**src/lsu_pkg.sv**
```systemverilog
`default_nettype none

package lsu_pkg;

  localparam int unsigned xlen         = 64;
  localparam int unsigned strb_bits    = xlen / 8;
  localparam int unsigned reg_idx_bits = 5;

  typedef logic [xlen-1:0] xlen_t;

  // ############################
  // encodings
  // ############################

  typedef enum logic [3:0] {
    op_none = 4'd0,
    op_lb   = 4'd1,
    op_lbu  = 4'd2,
    op_lh   = 4'd3,
    op_lhu  = 4'd4,
    op_lw   = 4'd5,
    op_lwu  = 4'd6,
    op_ld   = 4'd7,
    op_sb   = 4'd8,
    op_sh   = 4'd9,
    op_sw   = 4'd10,
    op_sd   = 4'd11
  } mem_op_e;

  typedef enum logic [1:0] {
    size_byte   = 2'd0,
    size_half   = 2'd1,
    size_word   = 2'd2,
    size_double = 2'd3
  } acc_size_e;

  typedef enum logic [1:0] {
    resp_load_data = 2'd0,
    resp_store_ack = 2'd1,
    resp_fault     = 2'd2
  } resp_kind_e;

  // ############################
  // pipeline payloads
  // ############################

  typedef struct packed {
    logic      is_load;
    logic      is_store;
    acc_size_e size;
    logic      sign_ext;   // only meaningful for loads
  } mem_desc_t;

  typedef struct packed {
    mem_op_e                 mem_op;
    logic [reg_idx_bits-1:0] rd_idx;
    xlen_t                   rs1_data;
    xlen_t                   rs2_data;
    xlen_t                   imm;      // sign-extended by the issuer
  } lsu_req_t;

  typedef struct packed {
    mem_desc_t               desc;
    logic [reg_idx_bits-1:0] rd_idx;
    xlen_t                   addr;
    xlen_t                   wdata;    // already placed in its byte lanes
    logic [strb_bits-1:0]    strb;
    logic                    fault;
  } exec_req_t;

  typedef struct packed {
    resp_kind_e              kind;
    logic [reg_idx_bits-1:0] rd_idx;
    xlen_t                   data;
  } lsu_resp_t;

  // the same word seen as a doubleword or as byte lanes
  typedef union packed {
    xlen_t                           dword;
    logic [strb_bits-1:0][7:0]       bytes;
  } data_word_u;

endpackage

`default_nettype wire
```
**src/lsu_execute.sv**
```systemverilog
`default_nettype none

module lsu_execute #(
  parameter int unsigned ram_addr_bits = 10
) (
  input  logic               clk,
  input  logic               arst_n,
  input  logic               issue_valid,
  output logic               issue_ready,
  input  lsu_pkg::lsu_req_t  issue_req,
  input  lsu_pkg::mem_desc_t desc,
  input  logic               take,
  output logic               exec_valid,
  output lsu_pkg::exec_req_t exec
);
  import lsu_pkg::*;

  logic                 ready_en_q;
  logic                 exec_valid_q;
  exec_req_t            exec_q;
  exec_req_t            exec_d;
  xlen_t                addr;
  logic                 misaligned;
  logic                 out_of_range;
  logic [strb_bits-1:0] size_mask;
  data_word_u           store_src;
  data_word_u           store_lanes;

  assign addr         = issue_req.rs1_data + issue_req.imm;
  assign out_of_range = |addr[xlen-1:ram_addr_bits];
  assign store_src.dword = issue_req.rs2_data;

  always_comb begin
    misaligned = 1'b0;
    size_mask  = '0;
    case (desc.size)
      size_byte: size_mask = 8'h01;
      size_half: begin
        size_mask  = 8'h03;
        misaligned = addr[0];
      end
      size_word: begin
        size_mask  = 8'h0f;
        misaligned = |addr[1:0];
      end
      default: begin
        size_mask  = 8'hff;
        misaligned = |addr[2:0];
      end
    endcase
  end

  // rotate rs2 up so its low bytes land on the addressed lanes
  always_comb begin
    for (int i = 0; i < strb_bits; i++) begin
      store_lanes.bytes[i] = store_src.bytes[3'(i) - addr[2:0]];
    end
  end

  always_comb begin
    exec_d        = '0;
    exec_d.desc   = desc;
    exec_d.rd_idx = issue_req.rd_idx;
    exec_d.addr   = addr;
    exec_d.wdata  = store_lanes.dword;
    exec_d.strb   = desc.is_store ? (size_mask << addr[2:0]) : '0;
    exec_d.fault  = misaligned || out_of_range || !(desc.is_load || desc.is_store);
  end

  assign issue_ready = ready_en_q && (!exec_valid_q || take);

  always_ff @(posedge clk or negedge arst_n) begin
    if (!arst_n) begin
      ready_en_q   <= 1'b0;
      exec_valid_q <= 1'b0;
    end else begin
      ready_en_q <= 1'b1;   // issue side opens one cycle after reset release
      if (issue_valid && issue_ready) begin
        exec_valid_q <= 1'b1;
      end else if (take) begin
        exec_valid_q <= 1'b0;
      end
    end
  end

  always_ff @(posedge clk) begin
    if (issue_valid && issue_ready) begin
      exec_q <= exec_d;
    end
  end

  assign exec_valid = exec_valid_q;
  assign exec       = exec_q;

endmodule

`default_nettype wire

```
**config.mk**
```make
export PLATFORM = sky130hd
export DESIGN_NAME = lsu_execute
export DESIGN_NICKNAME = d
export VERILOG_FILES = /design/src/lsu_pkg.sv /design/src/lsu_execute.sv
export SDC_FILE = /design/constraint.sdc
export NUM_CORES = 1
export LEC_CHECK = 0
export ABC_AREA = 1
export BUFFER_PORTS_ARGS = -buffer_cell sky130_fd_sc_hd__buf_4
export CELL_PAD_IN_SITES_DETAIL_PLACEMENT = 0
export CELL_PAD_IN_SITES_GLOBAL_PLACEMENT = 1
export CORE_MARGIN = 2
export CORE_UTILIZATION = 34
export DETAILED_ROUTE_END_ITERATION = 10
export GPL_TIMING_DRIVEN = 0
export PLACE_DENSITY_LB_ADDON = 0.1
export SYNTH_ARGS = -nofsm -noshare
export SYNTH_HDL_FRONTEND = slang
export SYNTH_SLANG_ARGS = --single-unit
```
**constraint.sdc**
```tcl
create_clock -name clk -period 11.4 [get_ports clk]
set_input_delay 1.71 -clock clk [delete_from_list [all_inputs] [get_ports clk]]
set_output_delay 1.71 -clock clk [all_outputs]
set_load 0.01 [all_outputs]
```
==> results_dict.tcl <==
set metrics [dict create \
    status "finished, final reports clean" \
    finalHoldViolCount 0 \
    synth-edff-count 147 \
    ios 359 \
    power.leakage_nw 8.67 \
    placementRows 71 \
    worst_slew_pin_slew_ns 0.853 \
    synth-main-ff-cell "edfxtp_1" \
    yosys.area_share.simple_pct 33.5 \
    fmax_mhz 186 \
    grt_use_total_pct 26.2 \
    reg2reg_slack_ns 9.34 \
    hp-class "register to register" \
    ir_worst_vdd_v 0.0000865 \
    hpwl_um 45300 \
    finalCritPeriodShare_pct 47.2 \
    core_um2 37500 \
    r2r-start "exec_valid" \
    drc 0 \
    yosysWarningCount 0 \
    setup_tns_ns 0 \
    multi_input_area_um2 6900 \
    cts_sinks 149 \
    grt_max_degree 24 \
    htreeDepth 4 \
    period_needed_ns 5.38 \
    start_util_pct 34.4 \
    arrival_ns 5.53 \
    ctsRootBufferMaster "clkbuf_16" \
    vias 13800 \
    clockBufferDepth 2 \
    antenna_found_initial 0 \
    cts_inserted_buffers 17 \
    crit_start "issue_req[0]" \
    die_x_um 199 \
    drt-initial-drc-count 937 \
    wl_per_cell_um 18.1 \
    yosys.cell_count.top_type "nand2_1" \
    ys_ff_latch 149 \
    path_max_fanout 11 \
    synth.distinct_cells 37 \
    port_buffers 354 \
    fin_util_pct 45.3 \
    seq_area_frac_synth_pct 34.6 \
    place_inst 2853 \
    fin_worst_skew_ns 0.0145 \
    r2r-end "exec[76]" \
    synth_area_per_cell_um2 6.51 \
    synthTopCellsByArea "edfxtp_1 (34%), nand2_1 (20%), inv_1 (11%)" \
    start_kind "input pin" \
    synth_compound_area_share_pct 12.4 \
    gp_congestion 0.937 \
    nFillCells 3976 \
    path_clk_slew_ns 0.07 \
    regArea_um2 4460 \
    first_pass_iters 5 \
    postCtsSetupRepairBufs 0 \
    setup_violations 0 \
    cp.required_ns 11.56 \
    grt_pass1_wl_um 76000 \
    endpoint "exec[26]" \
    cts_tree "built" \
    synth_top_family_by_area "simple AND/OR/NAND/NOR gates" \
    synth.net_count 2257 \
    synth.cell_area_um2 12900 \
    final_layout_size_suffix_gt1_share_pct 19.6 \
    grt_overflow 0 \
    power_per_cell_area_nw_per_um2 124 \
    maxCapViolCount 0 \
    die_h_um 199 \
    r2r_cells 8 \
    async_flop_share_pct 1.34 \
    synth_xor_xnor_area_share_pct 0.951 \
    synthCells 1980 \
    synth_common_cells "nand2_1 (683), inv_1 (370), o21ai_0 (200), edfxtp_1 (147), nor2_1 (143)" \
    routed_wl_um 52300 \
    rsz0062_at_grt "false" \
    critPathKind "input pin to register" \
    endpoint_kind "register" \
    dieArea_um2 39500 \
    diodes 0 \
    slew_headroom_pct 42.7 \
    synthAdderAreaFrac_pct 6.56 \
    synth_top_area_share_pct 34.2 \
    areaGrowthSynthToFinish_pct 31.6 \
    slew_violations 0 \
    synth.area.mux_share_pct 0 \
    postCtsHoldBufs 0 \
    cts_resized 0 \
    clkLatencyLatePin_ns 0.44 \
    via_per_inst 4.79 \
    first_global_vias 13000 \
    yosysTopAreaCell "edfxtp_1" \
    finalNonFillerCells 2885 \
    power_w 0.00211 \
    fin_nets 2638 \
    ant_nets 0 \
]
how the worst min path moves through the flow:
stage	to	slack [ns]	depth (start not counted)	start
after floorplan	exec_valid	0.51	2	ready_en_q
after global placement	exec_valid	0.54	2	ready_en_q
after detailed placement	exec_valid	0.56	2	exec_valid
after CTS	exec_valid	0.57	2	exec_valid
after global routing	exec_valid	0.61	2	exec_valid
final	exec_valid	0.57	2	exec_valid
metrics by stage:
step,setup slack [ns],instance area [um^2],hold WS [ns]
after global placement,0.919,16200,0.540
after CTS,6.18,17000,0.566
after detailed placement,5.72,16400,0.557
final,6.02,17000,0.567
after global routing,5.84,17000,0.606
after floorplan,3.36,12900,0.511
final cells by class:
class	instances	area share [%]
clock buffers	17	2.51
inverters	371	8.21
multi-input cells	1422	40.7
well taps	511	3.77
repair buffers	362	16.7
clock inverters	15	0.929
plain buffers	38	0.863
flip-flops and latches	149	26.3
cells in the final DEF, fill, tap and decap left out, types with 2 or more instances in the layout:
master and count:
a21oi_1 91, and2_1 2, buf_16 5, buf_2 3, buf_4 354, buf_8 3
clkbuf_1 34, clkbuf_16 17, clkinv_4 3, clkinvlp_4 2, dfrtp_1 2, edfxtp_1 147
ha_1 66, inv_1 370, inv_6 6, inv_8 3, nand2_1 683, nand2_2 9
nand3_1 67, nand3_2 4, nand3b_1 17, nand4_1 18, nor2_1 143, nor2_2 2
nor3_1 14, nor4_1 3, o211ai_1 2, o21ai_0 200, o21ai_1 4, o21bai_1 8
o22ai_1 2, or2_0 14, or2_2 50, xnor2_1 4, xor2_1 10
state kept, by name, indices dropped and copies added, names as in the netlist:
| signal | count |
|---|---|
| exec_valid | 1 |
| exec | 147 |
| ready_en_q | 1 |
power by group:
group | switching, W | leakage (nW) | internal, W
Combinational | 0.000542 | 7.00 | 0.000292
Sequential | 0.0000152 | 1.38 | 0.000688
Clock | 0.000261 | 0.282 | 0.000310
kinds of logic (layout without fill, tap and decap cells):
| logic type | after synthesis | after routing |
|---|---|---|
| AND/OR/NAND/NOR | 1029 | 1029 |
| buffers and inverters | 409 | 803 |
| AO/OA/AOI/OAI | 311 | 311 |
| flip-flops | 149 | 149 |
| adder cells (fa/ha/maj) | 67 | 67 |
| XOR/XNOR | 14 | 14 |
| other | 1 | 1 |
critical path, stage by stage:
cell and delay (ns):
buf_4 0.08, ha_1 0.19, inv_1 0.07, fa_1 0.51, clkbuf_1 0.43, clkinv_1 0.48, clkbuf_1 0.44, ha_1 0.34
xnor2_1 0.57, inv_1 0.27, buf_2 0.25, nand2_1 0.07, o21ai_0 0.11
routing by layer:
layer / track usage, % / wire, um
met2: 43.3 / 24100
met5: 0 / 0
met1: 34.7 / 23200
met3: 4.37 / 3410
met4: 9.12 / 1570
Power figures use the tool's default switching activity.
