--- config.mk ---
export PLATFORM = sky130hd
export DESIGN_NAME = lsu_result
export DESIGN_NICKNAME = d
export VERILOG_FILES = /design/src/lsu_pkg.sv /design/src/lsu_result.sv
export SDC_FILE = /design/constraint.sdc
export NUM_CORES = 1
export LEC_CHECK = 0
export BUFFER_PORTS_ARGS = -buffer_cell sky130_fd_sc_hd__clkbuf_2
export CORE_MARGIN = 5
export CORE_UTILIZATION = 42
export CTS_CLUSTER_SIZE = 30
export DETAILED_ROUTE_END_ITERATION = 7
export PLACE_DENSITY = 0.88
export REMOVE_ABC_BUFFERS = 1
export SETUP_SLACK_MARGIN = 0.02
export SKIP_CTS_REPAIR_TIMING = 1
export SLEW_MARGIN = 40
export SYNTH_ARGS = -nofsm -noshare
export SYNTH_HDL_FRONTEND = slang
export SYNTH_SLANG_ARGS = --single-unit
--- constraint.sdc ---
create_clock -name clk -period 0.8 [get_ports clk]
set_input_delay 0.12 -clock clk [delete_from_list [all_inputs] [get_ports clk]]
set_output_delay 0.12 -clock clk [all_outputs]
set_load 0.1 [all_outputs]
--- src/lsu_pkg.sv ---
`default_nettype none

package lsu_pkg;

  localparam int unsigned xlen         = 64;
  localparam int unsigned strb_bits    = xlen / 8;
  localparam int unsigned reg_idx_bits = 5;

  typedef logic [xlen-1:0] xlen_t;

  // ############################
  // encodings
  // ############################

  typedef enum logic [3:0] {
    op_none = 4'd0,
    op_lb   = 4'd1,
    op_lbu  = 4'd2,
    op_lh   = 4'd3,
    op_lhu  = 4'd4,
    op_lw   = 4'd5,
    op_lwu  = 4'd6,
    op_ld   = 4'd7,
    op_sb   = 4'd8,
    op_sh   = 4'd9,
    op_sw   = 4'd10,
    op_sd   = 4'd11
  } mem_op_e;

  typedef enum logic [1:0] {
    size_byte   = 2'd0,
    size_half   = 2'd1,
    size_word   = 2'd2,
    size_double = 2'd3
  } acc_size_e;

  typedef enum logic [1:0] {
    resp_load_data = 2'd0,
    resp_store_ack = 2'd1,
    resp_fault     = 2'd2
  } resp_kind_e;

  // ############################
  // pipeline payloads
  // ############################

  typedef struct packed {
    logic      is_load;
    logic      is_store;
    acc_size_e size;
    logic      sign_ext;   // only meaningful for loads
  } mem_desc_t;

  typedef struct packed {
    mem_op_e                 mem_op;
    logic [reg_idx_bits-1:0] rd_idx;
    xlen_t                   rs1_data;
    xlen_t                   rs2_data;
    xlen_t                   imm;      // sign-extended by the issuer
  } lsu_req_t;

  typedef struct packed {
    mem_desc_t               desc;
    logic [reg_idx_bits-1:0] rd_idx;
    xlen_t                   addr;
    xlen_t                   wdata;    // already placed in its byte lanes
    logic [strb_bits-1:0]    strb;
    logic                    fault;
  } exec_req_t;

  typedef struct packed {
    resp_kind_e              kind;
    logic [reg_idx_bits-1:0] rd_idx;
    xlen_t                   data;
  } lsu_resp_t;

  // the same word seen as a doubleword or as byte lanes
  typedef union packed {
    xlen_t                           dword;
    logic [strb_bits-1:0][7:0]       bytes;
  } data_word_u;

endpackage

`default_nettype wire
--- src/lsu_result.sv ---
`default_nettype none

module lsu_result (
  input  logic               clk,
  input  logic               arst_n,
  input  logic               done,
  input  lsu_pkg::exec_req_t done_req,
  input  lsu_pkg::xlen_t     done_rdata,
  output logic               resp_valid,
  output lsu_pkg::lsu_resp_t resp
);
  import lsu_pkg::*;

  data_word_u raw;
  data_word_u lanes;
  logic       sign;
  xlen_t      load_val;
  lsu_resp_t  resp_d;
  lsu_resp_t  resp_q;
  logic       resp_valid_q;

  assign raw.dword = done_rdata;
  assign sign      = done_req.desc.sign_ext;

  // bring the addressed lane down to byte 0
  always_comb begin
    for (int i = 0; i < strb_bits; i++) begin
      lanes.bytes[i] = raw.bytes[3'(i) + done_req.addr[2:0]];
    end
  end

  always_comb begin
    case (done_req.desc.size)
      size_byte:   load_val = {{(xlen-8){sign & lanes.dword[7]}}, lanes.dword[7:0]};
      size_half:   load_val = {{(xlen-16){sign & lanes.dword[15]}}, lanes.dword[15:0]};
      size_word:   load_val = {{(xlen-32){sign & lanes.dword[31]}}, lanes.dword[31:0]};
      default:     load_val = lanes.dword;
    endcase
  end

  always_comb begin
    resp_d.rd_idx = done_req.rd_idx;
    if (done_req.fault) begin
      resp_d.kind = resp_fault;
      resp_d.data = done_req.addr;   // report where it went wrong
    end else if (done_req.desc.is_load) begin
      resp_d.kind = resp_load_data;
      resp_d.data = load_val;
    end else begin
      resp_d.kind = resp_store_ack;
      resp_d.data = '0;
    end
  end

  always_ff @(posedge clk or negedge arst_n) begin
    if (!arst_n) begin
      resp_valid_q <= 1'b0;
    end else begin
      resp_valid_q <= done;
    end
  end

  always_ff @(posedge clk) begin
    if (done) begin
      resp_q <= resp_d;
    end
  end

  assign resp_valid = resp_valid_q;
  assign resp       = resp_q;

endmodule

`default_nettype wire

==> qor.txt, run 1 <==
Max-Cap Viols = 0
final hold vios = 0
slowest cell delay on critical path = 0.36 ns
Avg Vias per Cell = 6.19
Antenna Cells = 0
largest net degree at the start of global routing = 38
io pins = 286
clk root buf = clkbuf_16
first-pass GRT wire length = 33000 um
gr ovfl total = 0
crit path DAT = 2.02 ns
H-tree Lvls = 3
crit path capture = resp[48]
die height = 125 um
Tmin final = 1.92 ns
logic gate share of total power = 46.4%
Critical path origin = done_req[73]
Storage cell area = 0.00216 mm^2
Largest delay share family, worst path = multiplexers
CTS Buffer Depth = 2
DR WL/cell = 25.2 um
gr usage total = 27.4%
clock-pin slew on the worst setup and hold paths = 0.07 ns
most common cell after layout, fill and taps aside = clkbuf_2
worst vdd ir = 1.07 mV
Slew HR = 53.0%
Routed Antenna Nets = 0
synthesized area = 0.00557 mm^2
Initial Util = 42.4%
GPL Wtd Cong = 0.945
Post-DP Area = 0.00840 mm^2
ratio of cells with drive above 1 in the final layout = 62.0%
Sw Ratio = 38.8%
post-route cell area = 0.00947 mm^2
setup violators final = 136
drt drc = 0
cell chain of the critical path = buf_12 -> inv_6 -> ha_4 -> mux4_2 -> mux2_4 -> and2_4 -> o31ai_4 -> clkbuf_16 -> nand2_2
Core Area = 0.0131 mm^2
type of origin of the critical path = input pin
register area share after synthesis = 38.7%
Power Internal = 10.8 mW
RSZ-0062 raised after global routing = yes
WL final = 23300 um
leakage = 4.04 nW
fin crit share = 239%
Psw = 6.82 mW
most frequent cells in the layout = clkbuf_2 (137), buf_12 (91), nand2_1 (90)
Hold/Removal Path Class = in -> reg
CP max FO = 7
vias in the first global route = 5810
Initial DRC Count = 803
worst setup margin = -1.12 ns
die width = 125 um
TritonCTS clock tree = yes
FP Rows = 42
via count = 5723
Post-DP HPWL = 17100 um
Crit Path Class = in -> reg
die area = 0.0157 mm^2
antenna violations before repair = 0
DR pass1 iterations = 5
Total Power = 17.6 mW
synthesized area per cell = 11.9 um^2
area grow syn2layout = 70.1%
critical path required time = 0.91 ns
count of cell types in the netlist = 34
Worst Setup End Kind = flop
Buffers & Inverters on Critical Path = 3
status = finished with violations
failing checks = negative setup slack
Worst path depth = 9
area of the multi-input gates = 0.00352 mm^2
Fill cells = 871
power density cells = 1860 mW/mm^2
fmax = 522 MHz
# clock sinks = 72
Worst path slowest cell = o31ai_4
PortBufs = 212
total clock buffers created by CTS = 9
Seq pwr share = 28.0%
nets = 959
count of state elements after synthesis = 72
clock network power share = 25.6%
synth warn = 0
Worst-Margin Slew = 0.699 ns
Final Max Tran Viols = 0
cells after synthesis = 468
-- through the flow --
step / utilization (%) / instances / setup TNS [ns] / hold WS [ns] / worst slack [ns]
floorplan: - / 426 / -123.63 / -0.176 / -2.03
global placement: 63.9 / 882 / -84.69 / -0.0989 / -1.43
detailed placement: 63.9 / 882 / -90.94 / -0.105 / -1.54
CTS: 66.4 / 898 / -87.06 / -0.474 / -1.18
global route: 72.1 / 924 / -83.96 / 0.0662 / -1.15
finish: 72.1 / 924 / -80.32 / 0.0681 / -1.12
-- area by class of cell --
cell class                 instances  area share, %
multi-input combinational        351           37.2
clock buffer                       9           2.38
sequential                        72           22.8
timing repair buffer             306           34.1
clock inverter                     7           1.00
inverter                           3          0.198
tap                              176           2.33
-- cell usage after synthesis, drive strengths merged --
master,count,area [um^2]
a21o,1,7.51
a21oi,52,260
a22o,23,201
and2,2,15.0
buf,21,110
clkbuf,21,78.8
clkinv,1,3.75
dfrtp,1,25.0
edfxtp,71,2130
ha,2,25.0
inv,2,7.51
mux2,29,327
mux2i,21,210
mux4,63,1420
nand2,98,368
nand2b,2,12.5
nand3,16,80.1
nor2,4,15.0
nor2b,1,6.26
nor3,4,20.0
nor4,2,27.5
o211ai,8,60.1
o21ai,16,80.1
o22ai,1,6.26
o31ai,1,21.3
or4,1,7.51
xnor2,3,33.8
xor2,1,8.76
-- worst min path at each step --
| stage | cells after the start | from | endpoint |
|---|---|---|---|
| after floorplan | 0 | arst_n | resp_valid |
| after global placement | 1 | arst_n | resp_valid |
| after detailed placement | 1 | arst_n | resp_valid |
| after CTS | 1 | arst_n | resp_valid |
| after global routing | 2 | done_req[82] | resp[9] |
| final | 2 | done_req[92] | resp[19] |
-- cell families (layout without fill, tap and decap cells) --
family                     after synthesis  count (layout)  share of synthesized area [%]
AOI/OAI and AO/OA                      102             102                           11.4
adders and majority gates                2               2                          0.449
and+or+nand+nor                        130             130                           9.91
xor gates and xnor gates                 4               4                          0.764
buffers and inverters                   45             325                           3.59
DFF                                     72              72                           38.7
muxes                                  113             113                           35.1
-- power by group through the flow --
stage / Combinational, mW / Clock [mW] / Sequential, mW
5_1_grt: 8.43 / 4.74 / 4.95
3_3_place_gp: 7.29 / 0 / 4.98
3_5_place_dp: 7.48 / 0 / 5.00
4_1_cts: 7.49 / 4.52 / 4.93
2_1_floorplan: 1.81 / 0 / 7.37
6_report: 8.17 / 4.50 / 4.92
-- sequential cells by signal, indices dropped and copies added (netlist names) --
name and cells:
resp 71, resp_valid 1
-- per-layer routing --
layer	GRT usage [%]	part of all wire [%]	up-vias
met3	7.89	12	82
li1	-	-	2404
met4	9.89	3.8	0
met1	32.0	34	2749
met5	0	0	-
met2	48.3	50	488
(Power assumes the default switching activity.)
==> run 2, diff against run 1 <==
- TNS_END_PERCENT: default -> 5
==> run 2 against run 1 <==
  * The run still ends with negative setup slack left
  * Cell count fell by 1.5%
  * Non-clock buffer count decreased by 14
  * Final area down 4.5%
  * Maximum frequency down 0.58%
  * Sequential power barely moved
  * Sequential cell count is the same
  * Via count is 1.5% lower
  * Global-route usage unchanged
  * Clock power shrank 1%
  * Combinational power fell by 5.0%
  * Highest routed layer unchanged
==> qor.txt, run 2 (synthesis results as in run 1) <==
die width = 125 um (unchanged)
cell chain of the critical path = buf_6 -> inv_4 -> ha_4 -> mux4_2 -> mux2_4 -> and2_4 -> o31ai_4 -> buf_12 -> o211ai_1 (was buf_12 -> inv_6 -> ha_4 -> mux4_2 -> mux2_4 -> and2_4 -> o31ai_4 -> clkbuf_16 -> nand2_2)
Core Area = 0.0131 mm^2 (unchanged)
Worst Setup End Kind = flop (unchanged)
FP Rows = 42 (unchanged)
Final Max Tran Viols = 0 (unchanged)
RSZ-0062 raised after global routing = yes (unchanged)
DR pass1 iterations = 5 (unchanged)
hold path depth = 2 (unchanged)
worst setup margin = -1.13 ns (was -1.12 ns)
Buffers & Inverters on Critical Path = 3 (unchanged)
crit path DAT = 2.00 ns (was 2.02 ns)
antenna violations before repair = 0 (unchanged)
Tmin final = 1.93 ns (was 1.92 ns)
die area = 0.0157 mm^2 (unchanged)
TritonCTS clock tree = yes (unchanged)
Crit Path Class = in -> reg (unchanged)
worst vdd ir = 1.03 mV (was 1.07 mV)
Worst path slowest cell = o31ai_4 (unchanged)
DR WL/cell = 24.4 um (was 25.2 um)
total clock buffers created by CTS = 9 (unchanged)
Post-DP HPWL = 17100 um (unchanged)
Slew HR = 58.1% (was 53.0%)
die height = 125 um (unchanged)
via count = 5635 (was 5723)
most frequent cells in the layout = clkbuf_2 (137), nand2_1 (93), buf_12 (85) (was clkbuf_2 (137), buf_12 (91), nand2_1 (90))
Place WS = -1.54 ns (unchanged)
# clock sinks = 72 (unchanged)
gr ovfl total = 0 (unchanged)
first-pass GRT wire length = 33000 um (unchanged)
io pins = 286 (unchanged)
most common cell after layout, fill and taps aside = clkbuf_2 (unchanged)
type of origin of the critical path = input pin (unchanged)
critical path required time = 0.88 ns (was 0.91 ns)
Antenna Cells = 0 (unchanged)
final hold slack = 0.0755 ns (was 0.0681 ns)
power density cells = 1890 mW/mm^2 (was 1860 mW/mm^2)
fmax = 519 MHz (was 522 MHz)
GPL Wtd Cong = 0.945 (unchanged)
slowest cell delay on critical path = 0.37 ns (was 0.36 ns)
hold_sp = done_req[88] (was done_req[92])
status = finished with violations (unchanged)
Hold/Removal Path Class = in -> reg (unchanged)
H-tree Lvls = 3 (unchanged)
PortBufs = 212 (unchanged)
max FFs per register = 71 (unchanged)
failing checks = negative setup slack (unchanged)
area grow syn2layout = 62.4% (was 70.1%)
CTS Buffer Depth = 2 (unchanged)
setup violators final = 136 (unchanged)
clk root buf = clkbuf_16 (unchanged)
CP max FO = 8 (was 7)
Initial DRC Count = 807 (was 803)
gr usage total = 27.4% (unchanged)
ratio of cells with drive above 1 in the final layout = 57.2% (was 62.0%)
clock-pin slew on the worst setup and hold paths = 0.06 ns (was 0.07 ns)
Routed Antenna Nets = 0 (unchanged)
vias in the first global route = 5810 (unchanged)
Worst-Margin Slew = 0.623 ns (was 0.699 ns)
largest net degree at the start of global routing = 38 (unchanged)
drt drc = 0 (unchanged)
final hold vios = 0 (unchanged)
leakage = 3.87 nW (was 4.04 nW)
Max-Cap Viols = 0 (unchanged)
Initial Util = 42.4% (unchanged)
nets = 945 (was 959)
Avg Vias per Cell = 6.19 (about the same)
worst hold endpoint = resp[15] (was resp[19])
Worst path depth = 9 (unchanged)
fin crit share = 241% (was 239%)
WL final = 22200 um (was 23300 um)
Largest delay share family, worst path = multiplexers (unchanged)
-- run 2: layout make-up --
type                            instances  area, um^2
Sequential cell                        72        2160
Clock buffer                            9         225
Inverter                                3        18.8
Timing Repair Buffer                  292        2980
Fill cell                             937        4090
Multi-Input combinational cell        351        3350
Tap cell                              176         220
Clock inverter                          7        95.1
-- run 2: per-layer routing --
metal,track usage (%),routed length (um)
met1,32.0,7610
met5,0,0
met2,48.3,11200
met3,7.89,2570
met4,9.89,846
-- run 2: worst max path at each step --
stage / from / to / slack [ns]
6_report: done_req[74] / resp[60] / -1.13
3_5_place_dp: done_req[73] / resp[61] / -1.54
4_1_cts: done_req[73] / resp[61] / -1.18
5_1_grt: done_req[74] / resp[61] / -1.16
2_1_floorplan: done_req[73] / resp[47] / -2.03
3_3_place_gp: done_req[73] / resp[61] / -1.43
-- run 2: stage by stage --
stage / utilization [%] / setup TNS (ns) / total power, mW / std cells / instance area [um^2]
6_report: 68.9 / -78.63 / 17.1 / 910 / 9050
5_1_grt: 68.9 / -82.74 / 17.7 / 910 / 9050
4_1_cts: 66.4 / -87.06 / 16.9 / 898 / 8720
3_5_place_dp: 63.9 / -90.94 / 12.5 / 882 / 8400
3_3_place_gp: 63.9 / -84.69 / 12.3 / 882 / 8390
2_1_floorplan: - / -123.63 / 9.18 / 426 / 5380
-- run 2: report_power, final --
group | internal, mW | leakage (nW) | switching (mW) | total, mW
clock network | 2.74 | 0.157 | 1.70 | 4.44
logic | 3.20 | 3.01 | 4.57 | 7.76
registers | 4.61 | 0.699 | 0.315 | 4.92
