<file path="src/lsu_pkg.sv">
`default_nettype none

package lsu_pkg;

  localparam int unsigned xlen         = 64;
  localparam int unsigned strb_bits    = xlen / 8;
  localparam int unsigned reg_idx_bits = 5;

  typedef logic [xlen-1:0] xlen_t;

  // ############################
  // encodings
  // ############################

  typedef enum logic [3:0] {
    op_none = 4'd0,
    op_lb   = 4'd1,
    op_lbu  = 4'd2,
    op_lh   = 4'd3,
    op_lhu  = 4'd4,
    op_lw   = 4'd5,
    op_lwu  = 4'd6,
    op_ld   = 4'd7,
    op_sb   = 4'd8,
    op_sh   = 4'd9,
    op_sw   = 4'd10,
    op_sd   = 4'd11
  } mem_op_e;

  typedef enum logic [1:0] {
    size_byte   = 2'd0,
    size_half   = 2'd1,
    size_word   = 2'd2,
    size_double = 2'd3
  } acc_size_e;

  typedef enum logic [1:0] {
    resp_load_data = 2'd0,
    resp_store_ack = 2'd1,
    resp_fault     = 2'd2
  } resp_kind_e;

  // ############################
  // pipeline payloads
  // ############################

  typedef struct packed {
    logic      is_load;
    logic      is_store;
    acc_size_e size;
    logic      sign_ext;   // only meaningful for loads
  } mem_desc_t;

  typedef struct packed {
    mem_op_e                 mem_op;
    logic [reg_idx_bits-1:0] rd_idx;
    xlen_t                   rs1_data;
    xlen_t                   rs2_data;
    xlen_t                   imm;      // sign-extended by the issuer
  } lsu_req_t;

  typedef struct packed {
    mem_desc_t               desc;
    logic [reg_idx_bits-1:0] rd_idx;
    xlen_t                   addr;
    xlen_t                   wdata;    // already placed in its byte lanes
    logic [strb_bits-1:0]    strb;
    logic                    fault;
  } exec_req_t;

  typedef struct packed {
    resp_kind_e              kind;
    logic [reg_idx_bits-1:0] rd_idx;
    xlen_t                   data;
  } lsu_resp_t;

  // the same word seen as a doubleword or as byte lanes
  typedef union packed {
    xlen_t                           dword;
    logic [strb_bits-1:0][7:0]       bytes;
  } data_word_u;

endpackage

`default_nettype wire
</file>
<file path="src/lsu_mem_access.sv">
`default_nettype none

module lsu_mem_access (
  input  logic                            clk,
  input  logic                            arst_n,
  input  logic                            exec_valid,
  input  lsu_pkg::exec_req_t              exec,
  output logic                            take,
  output logic                            psel,
  output logic                            penable,
  output logic                            pwrite,
  output lsu_pkg::xlen_t                  paddr,
  output lsu_pkg::xlen_t                  pwdata,
  output logic [lsu_pkg::strb_bits-1:0]   pstrb,
  input  lsu_pkg::xlen_t                  prdata,
  input  logic                            pready,
  output logic                            done,
  output lsu_pkg::exec_req_t              done_req,
  output lsu_pkg::xlen_t                  done_rdata
);
  import lsu_pkg::*;

  typedef enum logic [1:0] {
    st_idle   = 2'd0,
    st_setup  = 2'd1,
    st_access = 2'd2
  } state_e;

  state_e    state_q;
  exec_req_t req_q;
  logic      done_q;
  exec_req_t done_req_q;
  xlen_t     done_rdata_q;

  assign take = (state_q == st_idle) && exec_valid;

  // ############################
  // APB master
  // ############################

  assign psel    = (state_q != st_idle);
  assign penable = (state_q == st_access);
  assign pwrite  = req_q.desc.is_store;
  assign paddr   = req_q.addr;
  assign pwdata  = req_q.wdata;
  assign pstrb   = req_q.strb;   // cleared in execute for loads

  always_ff @(posedge clk or negedge arst_n) begin
    if (!arst_n) begin
      state_q <= st_idle;
      done_q  <= 1'b0;
    end else begin
      done_q <= 1'b0;
      case (state_q)
        st_idle: begin
          if (take && exec.fault) begin
            done_q <= 1'b1;   // faults never reach the bus
          end else if (take) begin
            state_q <= st_setup;
          end
        end
        st_setup: state_q <= st_access;
        st_access: begin
          if (pready) begin
            state_q <= st_idle;
            done_q  <= 1'b1;
          end
        end
        default: state_q <= st_idle;
      endcase
    end
  end

  always_ff @(posedge clk) begin
    if (take) begin
      req_q <= exec;
    end
    if (take && exec.fault) begin
      done_req_q   <= exec;
      done_rdata_q <= '0;
    end else if (penable && pready) begin
      done_req_q   <= req_q;
      done_rdata_q <= prdata;   // read data only valid during ACCESS
    end
  end

  assign done       = done_q;
  assign done_req   = done_req_q;
  assign done_rdata = done_rdata_q;

endmodule

`default_nettype wire

</file>
<file path="config.mk">
export PLATFORM = sky130hd
export DESIGN_NAME = lsu_mem_access
export DESIGN_NICKNAME = d
export VERILOG_FILES = /design/src/lsu_pkg.sv /design/src/lsu_mem_access.sv
export SDC_FILE = /design/constraint.sdc
export NUM_CORES = 1
export LEC_CHECK = 0
export ABC_AREA = 1
export BUFFER_PORTS_ARGS = -buffer_cell sky130_fd_sc_hd__buf_4
export CELL_PAD_IN_SITES_DETAIL_PLACEMENT = 2
export CELL_PAD_IN_SITES_GLOBAL_PLACEMENT = 2
export CORE_ASPECT_RATIO = 1.75
export CORE_MARGIN = 5
export CORE_UTILIZATION = 32
export DETAILED_ROUTE_END_ITERATION = 10
export PLACE_DENSITY_LB_ADDON = 0.1
export SYNTH_ARGS = -nofsm -noshare
export SYNTH_HDL_FRONTEND = slang
export SYNTH_SLANG_ARGS = --single-unit
</file>
<file path="constraint.sdc">
create_clock -name clk -period 26.5 [get_ports clk]
set_input_delay 3.975 -clock clk [delete_from_list [all_inputs] [get_ports clk]]
set_output_delay 3.975 -clock clk [all_outputs]
set_load 0.005 [all_outputs]
</file>
==> results of run 1 <==
==> flip-flops by register name (all words and copies together), names as in the netlist <==
signal	flops
pstrb	8
paddr	64
state_q	2
pwrite	1
pwdata	64
req_q	10
done_req	147
done	1
done_rdata	64
==> area by class of cell <==
type	instances	area [um2]	share of cell area
Tap cell	583	729	0.0367
Clock buffer	54	1060	0.0532
Clock inverter	14	196	0.00989
Antenna cell	9	22.5	0.00113
Sequential cell	361	10200	0.513
Multi-Input combinational cell	706	3070	0.154
Inverter	69	259	0.0130
Timing Repair Buffer	578	4340	0.219
==> layout by cell type (no fill, tap or decap) <==
cell,netlist,final
buf_4,136,578
nand2_1,423,422
edfxtp_1,294,294
nand4_1,146,146
nor2_1,133,132
inv_1,69,69
dfxtp_1,64,64
clkbuf_16,0,39
clkbuf_1,31,12
diode_2,0,9
bufinv_16,0,5
clkinv_1,0,4
clkinv_2,0,3
dfrtp_1,3,3
nor2_4,0,2
nand3_4,0,2
clkbuf_8,0,2
nand2_4,0,1
nor3_1,1,1
inv_6,0,1
clkbuf_4,0,1
clkinvlp_4,0,1
==> through the flow <==
stage | area (um2) | hold slack, ns | utilization
global placement | 18600 | 0.492 | 0.403
floorplan | 14900 | 0.480 | -
global route | 19800 | 0.531 | 0.431
detailed placement | 18600 | 0.504 | 0.403
finish | 19900 | 0.511 | 0.431
CTS | 19800 | 0.515 | 0.431
==> critical path: cells and delay by family <==
family | cells | cell delay (ns)
AND/OR/NAND/NOR | 1 | 0.16
buffers and inverters | 3 | 0.96
==> routing by layer <==
layer / track usage / vias to the layer above
met5: 0 / -
met4: 0.0737 / 2
met3: 0.0898 / 76
met2: 0.385 / 466
met1: 0.218 / 5717
li1: - / 5230
==> worst min path at each step <==
| stage | start | endpoint | cells past startpoint |
|---|---|---|---|
| after floorplan | req_q[0] | done_req[0] | 2 |
| after global placement | req_q[0] | done_req[0] | 2 |
| after detailed placement | req_q[142] | done_req[142] | 2 |
| after CTS | req_q[142] | done_req[142] | 2 |
| after global routing | req_q[142] | done_req[142] | 2 |
| final | req_q[142] | done_req[142] | 2 |
==> power breakdown <==
part | internal (uW) | switching [uW] | total (uW)
combinational | 254 | 360 | 614
sequential | 811 | 69.2 | 880
clock | 326 | 224 | 551
==> logic make-up after synthesis <==
group	share of synthesized area
buf+inv	0.112
flops	0.685
simple gates	0.203
==> flow_summary.toml, run 1 <==
[worst_setup_path]
worst_r2r_path_depth = 4
worstSetupPathType = "in2out"
crit_end = "take"
r2r_start = "state_q[1]"
worst-endpoint-arrival_ns = 5.23
critPathLaunchType = "primary input"
crit_chain = "buf_4 -> inv_1 -> nor2_4 -> buf_4"
rrSetupSlack_ns = 21.89
cpMaxStageDelayCell = "buf_4"
end_kind = "output pin"
crit_top_cell = "buf_4"
required_ns = 22.52
cp_max_fo = 70
slowest_delay_ns = 0.62
reg2reg_to = "done_req[4]"
crit_start = "exec_valid"

[grt]
antenna_found_initial = 9
grt_pass1_wl_um = 82100
gr-total-overflow = 0
grt_pass1_vias = 12500
grt_max_degree = 87
grt_util_all_layers = 0.211

[placed_design]
dpl.hpwl_um = 39600
io_buffers = 566
dp.cells = 2297
place_ws_ns = 17.31
globalplace.congestion = 0.798

[sta]
fin_ws_ns = 17.30
min_period_ns = 9.20
setup_viol = 0
max-slew-margin-rel = 0.251
hold_violations = 0
period_share = 0.347
tightest_slew_ns = 1.12
drv_slew = 0
setup_tns_ns = 0
clock.fmax_mhz = 109
rsz0062_at_grt = "false"
fin_skew_ns = 0.0118

[power_and_ir_drop]
power.density_nw_per_um2 = 103
peakVddDrop_uv = 42.4
power_uw = 2050
power_leakage_uw = 0.00910

[synthesis]
yosysMostFrequentCell = "nand2_1"
synthCells = 1357
synth_top_area_frac = 0.594
yosysWarnings = 0
synth_cell_types = 15
ys.flop_type = "edfxtp_1"
synthArstFlopShare = 0.00831
synthTopCellsByArea = "edfxtp_1 59%, nand2_1 11%, dfxtp_1 8.6%"
ys_seq_area_frac = 0.685
netlist_area_um2 = 14900
synthTopCellsByCount = "423 x nand2_1, 294 x edfxtp_1, 146 x nand4_1, 136 x buf_4, 133 x nor2_1"
synth_area_leader_cell = "edfxtp_1"
syn-mean-instance-area_um2 = 11.0
synth_fp_nets = 1572
synth_edf_count = 294
yosys_register_bits = 361

[die]
std_cell_rows = 104
coreArea_um2 = 46100
die_y_um = 295
ios = 567
die_w_um = 173
start_util = 0.323
dieArea_um2 = 51100

[clock_tree]
clk_latency_ns = 0.53
cts-root-buf = "clkbuf_16"
cts_tree = "built"
postCtsSetupRepairBufs = 0
cts_sinks = 361
htree_levels = 2
hold_buffers = 0
cts.path.max_buffers = 3
path_clk_slew_ns = 0.07
cts_buffers = 37
ctsResizeCount = 0

[drt]
vias = 11500
drc = 0
drt-pass1-iter-count = 5
highest_layer = "met5"
wl_met2_um = 29600
wirelength_um = 56700
dr.first_iter.drc_count = 650
wl_met3_um = 5680
drtAntennaViolNets = 0
wire_per_inst_um = 23.9
wl_met1_um = 19600
vias_per_cell = 4.84

[run_status]
status = "finished, final reports clean"

[hold_path]
hold_class = "reg2reg"

[final_layout]
finalNetCount = 1968
drive_above_1_share = 0.356
stdcell_count = 2374
num-fill-cells = 4864
area_delta_synth_final_pct = 33.5

[run]
maxCapViolCount = 0
(Power assumes the default switching activity.)
==> inputs of run 2 (changes only) <==
Settings changed: ABC_AREA 1 to 0.
Clock period 26.5 ns to 8.9 ns, I/O delays scaled along.
==> run 2 against run 1 <==
Effect of this change:
- global-route usage down 3.3 points
- sequential cell count unchanged
- register-to-register slack worse by 16 ns
- clock-buffer cell count down 10
- critical path type is now in2reg
==> flow_summary.toml, run 2 <==
[worst_setup_path]
end_kind = "register"
cp_max_fo = 69
worstSetupPathType = "in2reg"
crit_chain = "buf_4 -> and2_4 -> buf_4 -> buf_4"
slowest_delay_ns = 0.87
crit_family = "buffers and inverters"
cpMaxStageDelayCell = "buf_4"
critPathLaunchType = "primary input"
cp_num_buf_inv = 3
rrSetupSlack_ns = 5.66
reg2reg_to = "pwdata[3]"
crit_top_cell = "buf_4"
worst_r2r_path_depth = 4
r2r_start = "state_q[1]"
required_ns = 9.04
worst-endpoint-arrival_ns = 3.60

[run_status]
status = "finished, final reports clean"

[synthesis]
synth_edf_count = 294
synth_top_area_frac = 0.613
synth_xor_area_frac = 0
synthArstFlopShare = 0.00831
synth_simple_gate_area_frac = 0.0386
synth_area_leader_cell = "edfxtp_1"
synthCells = 886
netlist_area_um2 = 14400
synthTopCellsByArea = "edfxtp_1 61%, mux2_4 11%, dfxtp_1 8.9%"
syn-mean-instance-area_um2 = 16.3
yosysWarnings = 0
yosysMostFrequentCell = "edfxtp_1"
synth_cell_types = 22
synthAdderAreaFrac = 0
synthTopCellsByCount = "294 x edfxtp_1, 137 x buf_4, 130 x nand2_1, 107 x mux2_4"
ys.flop_type = "edfxtp_1"
synth_top_family_by_area = "multiplexers"
synth_fp_nets = 1101
ys_seq_area_frac = 0.707
synth_compound_area_frac = 0.0222
synth_mux_area_frac = 0.143
yosys_register_bits = 361

[grt]
gr-total-overflow = 0
grt_pass1_wl_um = 65800
grt_util_all_layers = 0.178
antenna_found_initial = 7
grt_pass1_vias = 9762
grt_max_degree = 70

[clock_tree]
cts_sinks = 361
cts-root-buf = "clkbuf_16"
htree_levels = 2
cts_buffers = 37
clk_latency_ns = 0.52
cts.path.max_buffers = 3
ctsResizeCount = 0
hold_buffers = 0
postCtsSetupRepairBufs = 0
cts_tree = "built"
path_clk_slew_ns = 0.06

[sta]
min_period_ns = 3.46
rsz0062_at_grt = "false"
clock.fmax_mhz = 289
max-slew-margin-rel = 0.333
fin_skew_ns = 0.00718
drv_slew = 0
period_share = 0.389
tightest_slew_ns = 1.00
setup_viol = 0
timing.hold.ws_ns = 0.461
hold_violations = 0
setup_tns_ns = 0

[hold_path]
holdCritStartpoint = "done_rdata[50]"
holdPathEnd = "done_rdata[50]"
hold_path_depth = 2
hold_class = "reg2reg"

[power_and_ir_drop]
power_uw = 4440
peakVddDrop_uv = 151
power.density_nw_per_um2 = 229
power_leakage_uw = 0.00819

[placed_design]
dpl.hpwl_um = 35000
io_buffers = 566
globalplace.congestion = 0.756

[drt]
vias_per_cell = 4.49
vias = 8702
wire_per_inst_um = 23.9
drtAntennaViolNets = 0
wirelength_um = 46300
drt-pass1-iter-count = 4
drc = 0
dr.first_iter.drc_count = 368

[final_layout]
layout_common_cells = "576 x buf_4, 294 x edfxtp_1, 129 x nand2_1, 107 x mux2_4"
final_common_cell = "buf_4"
largest_reg_flops = 147
area_delta_synth_final_pct = 34.9
finalNetCount = 1543
postLayoutCoreUtil = 0.433
drive_above_1_share = 0.578
num-fill-cells = 4490

[die]
die_y_um = 291
dieArea_um2 = 49500
ios = 567
die_w_um = 170
std_cell_rows = 103
start_util = 0.321
coreArea_um2 = 44800

[run]
maxCapViolCount = 0
-- run 2: power by group --
part,leakage [uW],switching [uW],internal [uW]
combinational,0.00425,320,388
sequential,0.00334,81.7,2060
clock,0.000599,657,942
-- run 2: cell type report --
cell class | instances | area, um2 | area share
Sequential cell | 361 | 10200 | 0.524
Timing Repair Buffer | 576 | 4320 | 0.223
Multi-Input combinational cell | 351 | 2950 | 0.152
Clock buffer | 44 | 995 | 0.0512
Tap cell | 577 | 722 | 0.0372
Clock inverter | 21 | 226 | 0.0117
Antenna cell | 6 | 15.0 | 0.000773
Inverter | 1 | 3.75 | 0.000193
-- run 2: per-layer routing --
layer	global-route usage	up-vias	share of wire
met5	0	-	0.00058
met4	0.0626	4	0.033
met3	0.0833	71	0.11
met2	0.335	399	0.54
met1	0.164	4298	0.31
li1	-	3930	-
-- run 2: worst max path at each step --
stage	from	endpoint	slack, ns	cells past startpoint
finish	exec_valid	pwdata[3]	5.44	4
global route	exec_valid	pwdata[14]	5.32	4
CTS	exec_valid	pwdata[55]	5.41	4
detailed placement	exec_valid	pwdata[54]	4.86	4
global placement	exec_valid	pwdata[54]	4.84	4
floorplan	exec_valid	take	2.83	1
-- run 2: per-stage QoR --
stage	cells	instance area [um2]	setup slack, ns
floorplan	886	14400	2.83
global placement	1866	18200	4.84
detailed placement	1866	18200	4.86
CTS	1931	19400	5.41
global route	1935	19400	5.32
finish	1937	19400	5.44
-- run 2: tightest hold or removal path, cell delays in order (launching register included) --
cell     delay (ns)
dfxtp_1        0.31
nand2_1        0.05
a21oi_1        0.05
-- run 2: cells by family (layout without fill, tap and decap cells) --
family,Yosys count,count (layout)
mux,147,147
compound gates,64,64
other cells,0,6
buf+inv,174,642
simple gates,140,140
flops,361,361
==> inputs of run 3 (changes only) <==
Clock period 8.9 ns to 3.4 ns, I/O delays scaled along.
==> run 3 against run 2 <==
Effect of this change:
- clock-buffer cell count up 2
- register-to-register slack got worse by 4.4 ns
- worst hold slack lost 0.28 ns
- die area unchanged
- power grew to 2.5 times the previous value
- sequential share of layout area up 0.071 points
- non-clock buffer count increased by 6
- core utilization fell by 0.059 points
- via count decreased by 0.39%
- sequential cell count did not move
- routed wire length hardly changed
- largest power group unchanged
==> flow_summary.toml, run 3 (synthesis results as in run 2) <==
[sta]
hold_violations = 0
timing.hold.ws_ns = 0.178
setup_tns_ns = 0
setup_viol = 0
max-slew-margin-rel = 0.495
fin_ws_ns = 1.03
drv_slew = 0
fin_skew_ns = 0.00922
period_share = 0.698
rsz0062_at_grt = "false"
min_period_ns = 2.37
clock.fmax_mhz = 421
tightest_slew_ns = 0.757

[worst_setup_path]
worst-endpoint-arrival_ns = 1.86
rrSetupSlack_ns = 1.31
end_kind = "output pin"
required_ns = 2.89
worstSetupPathType = "reg2out"
critPathLaunchType = "register"
cp_max_fo = 26
worst_r2r_path_depth = 4

[hold_path]
hold_path_depth = 1
hold_class = "in2reg"

[power_and_ir_drop]
peakVddDrop_uv = 349
power_leakage_uw = 0.00817
power.density_nw_per_um2 = 583

[final_layout]
largest_reg_flops = 147
seq_area_um2 = 10200
multi_input_area_um2 = 2960
area_delta_synth_final_pct = 34.7
layout_common_cells = "576 x buf_4, 294 x edfxtp_1, 129 x nand2_1, 107 x mux2_4"
num-fill-cells = 4524
drive_above_1_share = 0.573
finalNetCount = 1548
final_common_cell = "buf_4"

[clock_tree]
postCtsSetupRepairBufs = 0
cts_sinks = 361
ctsResizeCount = 0
clk_latency_ns = 0.52
htree_levels = 2
path_clk_slew_ns = 0.06
cts_tree = "built"
cts_buffers = 36
cts.path.max_buffers = 3
cts-root-buf = "clkbuf_16"

[die]
ios = 567
dieArea_um2 = 49500
die_y_um = 291
start_util = 0.321
die_w_um = 170
std_cell_rows = 103
coreArea_um2 = 44800

[grt]
gr-total-overflow = 0
grt_pass1_wl_um = 65100
grt_pass1_vias = 9565
grt_max_degree = 81
grt_util_all_layers = 0.178
antenna_found_initial = 2

[run]
maxCapViolCount = 0

[drt]
vias_per_cell = 4.48
wire_per_inst_um = 23.9
drc = 0
drtAntennaViolNets = 0
wirelength_um = 46300
vias = 8668
drt-pass1-iter-count = 4
dr.first_iter.drc_count = 419

[placed_design]
dpl.hpwl_um = 34900
io_buffers = 566
globalplace.congestion = 0.773
place_ws_ns = 1.27

[run_status]
status = "finished, final reports clean"
==> run 3: changes by cell type in the layout (fill, tap and decap cells not counted), sizes merged <==
cell	before	now
buf	576	581
bufinv	5	2
clkbuf	44	46
clkinv	13	12
clkinvlp	2	0
diode	6	2
dlygate4sd3	0	1
==> run 3: power by group <==
group / internal, uW / switching, uW
clock network: 2160 / 1670
logic: 1040 / 849
registers: 5380 / 213
total: 8580 / 2730
==> run 3: cell type report <==
type / count / share of cell area
diodes: 2 / 0.000258
clock buffers: 46 / 0.0500
clock inverters: 15 / 0.00600
inverters: 1 / 0.000194
multi-input cells: 351 / 0.153
flip-flops and latches: 361 / 0.525
well taps: 577 / 0.0372
repair buffers: 582 / 0.229
==> run 3: metrics by stage <==
stage | instance area, um2 | util | std cells | total power [uW]
2_1_floorplan | 14400 | - | 886 | 6540
3_3_place_gp | 18300 | 0.408 | 1871 | 7570
3_5_place_dp | 18300 | 0.408 | 1871 | 7630
4_1_cts | 19400 | 0.432 | 1933 | 11500
5_1_grt | 19400 | 0.432 | 1934 | 11800
6_report | 19400 | 0.433 | 1935 | 11300
==> run 3: what timing repair did <==
item / CTS / global route
hold buffers: 1 / 0
setup endpoints to repair: 0 / 0
endpoints found under the hold margin: 3 / 0
==> run 3: worst paths after layout <==
kind	startpoint	end
max in group asynchronous	arst_n	state_q[1]
worst max register to register	state_q[1]	done_req[73]
min in group asynchronous	arst_n	state_q[0]
worst min-delay path	exec[143]	req_q[143]
worst min register to register	done_rdata[39]	done_rdata[39]
worst max-delay path	state_q[1]	take
==> run 3: worst max-delay path, stage by stage, from the launching register on <==
cell,delay [ns]
dfrtp_1,0.42
nor2_2,0.25
and2_4,0.45
buf_4,0.19
==> run 3: routing by layer <==
metal / GRT usage / wire (um) / vias to the layer above
met3: 0.0739 / 4700 / 56
li1: - / - / 3928
met5: 0 / 0 / -
met4: 0.0534 / 1310 / 0
met2: 0.332 / 25100 / 373
met1: 0.176 / 15200 / 4311
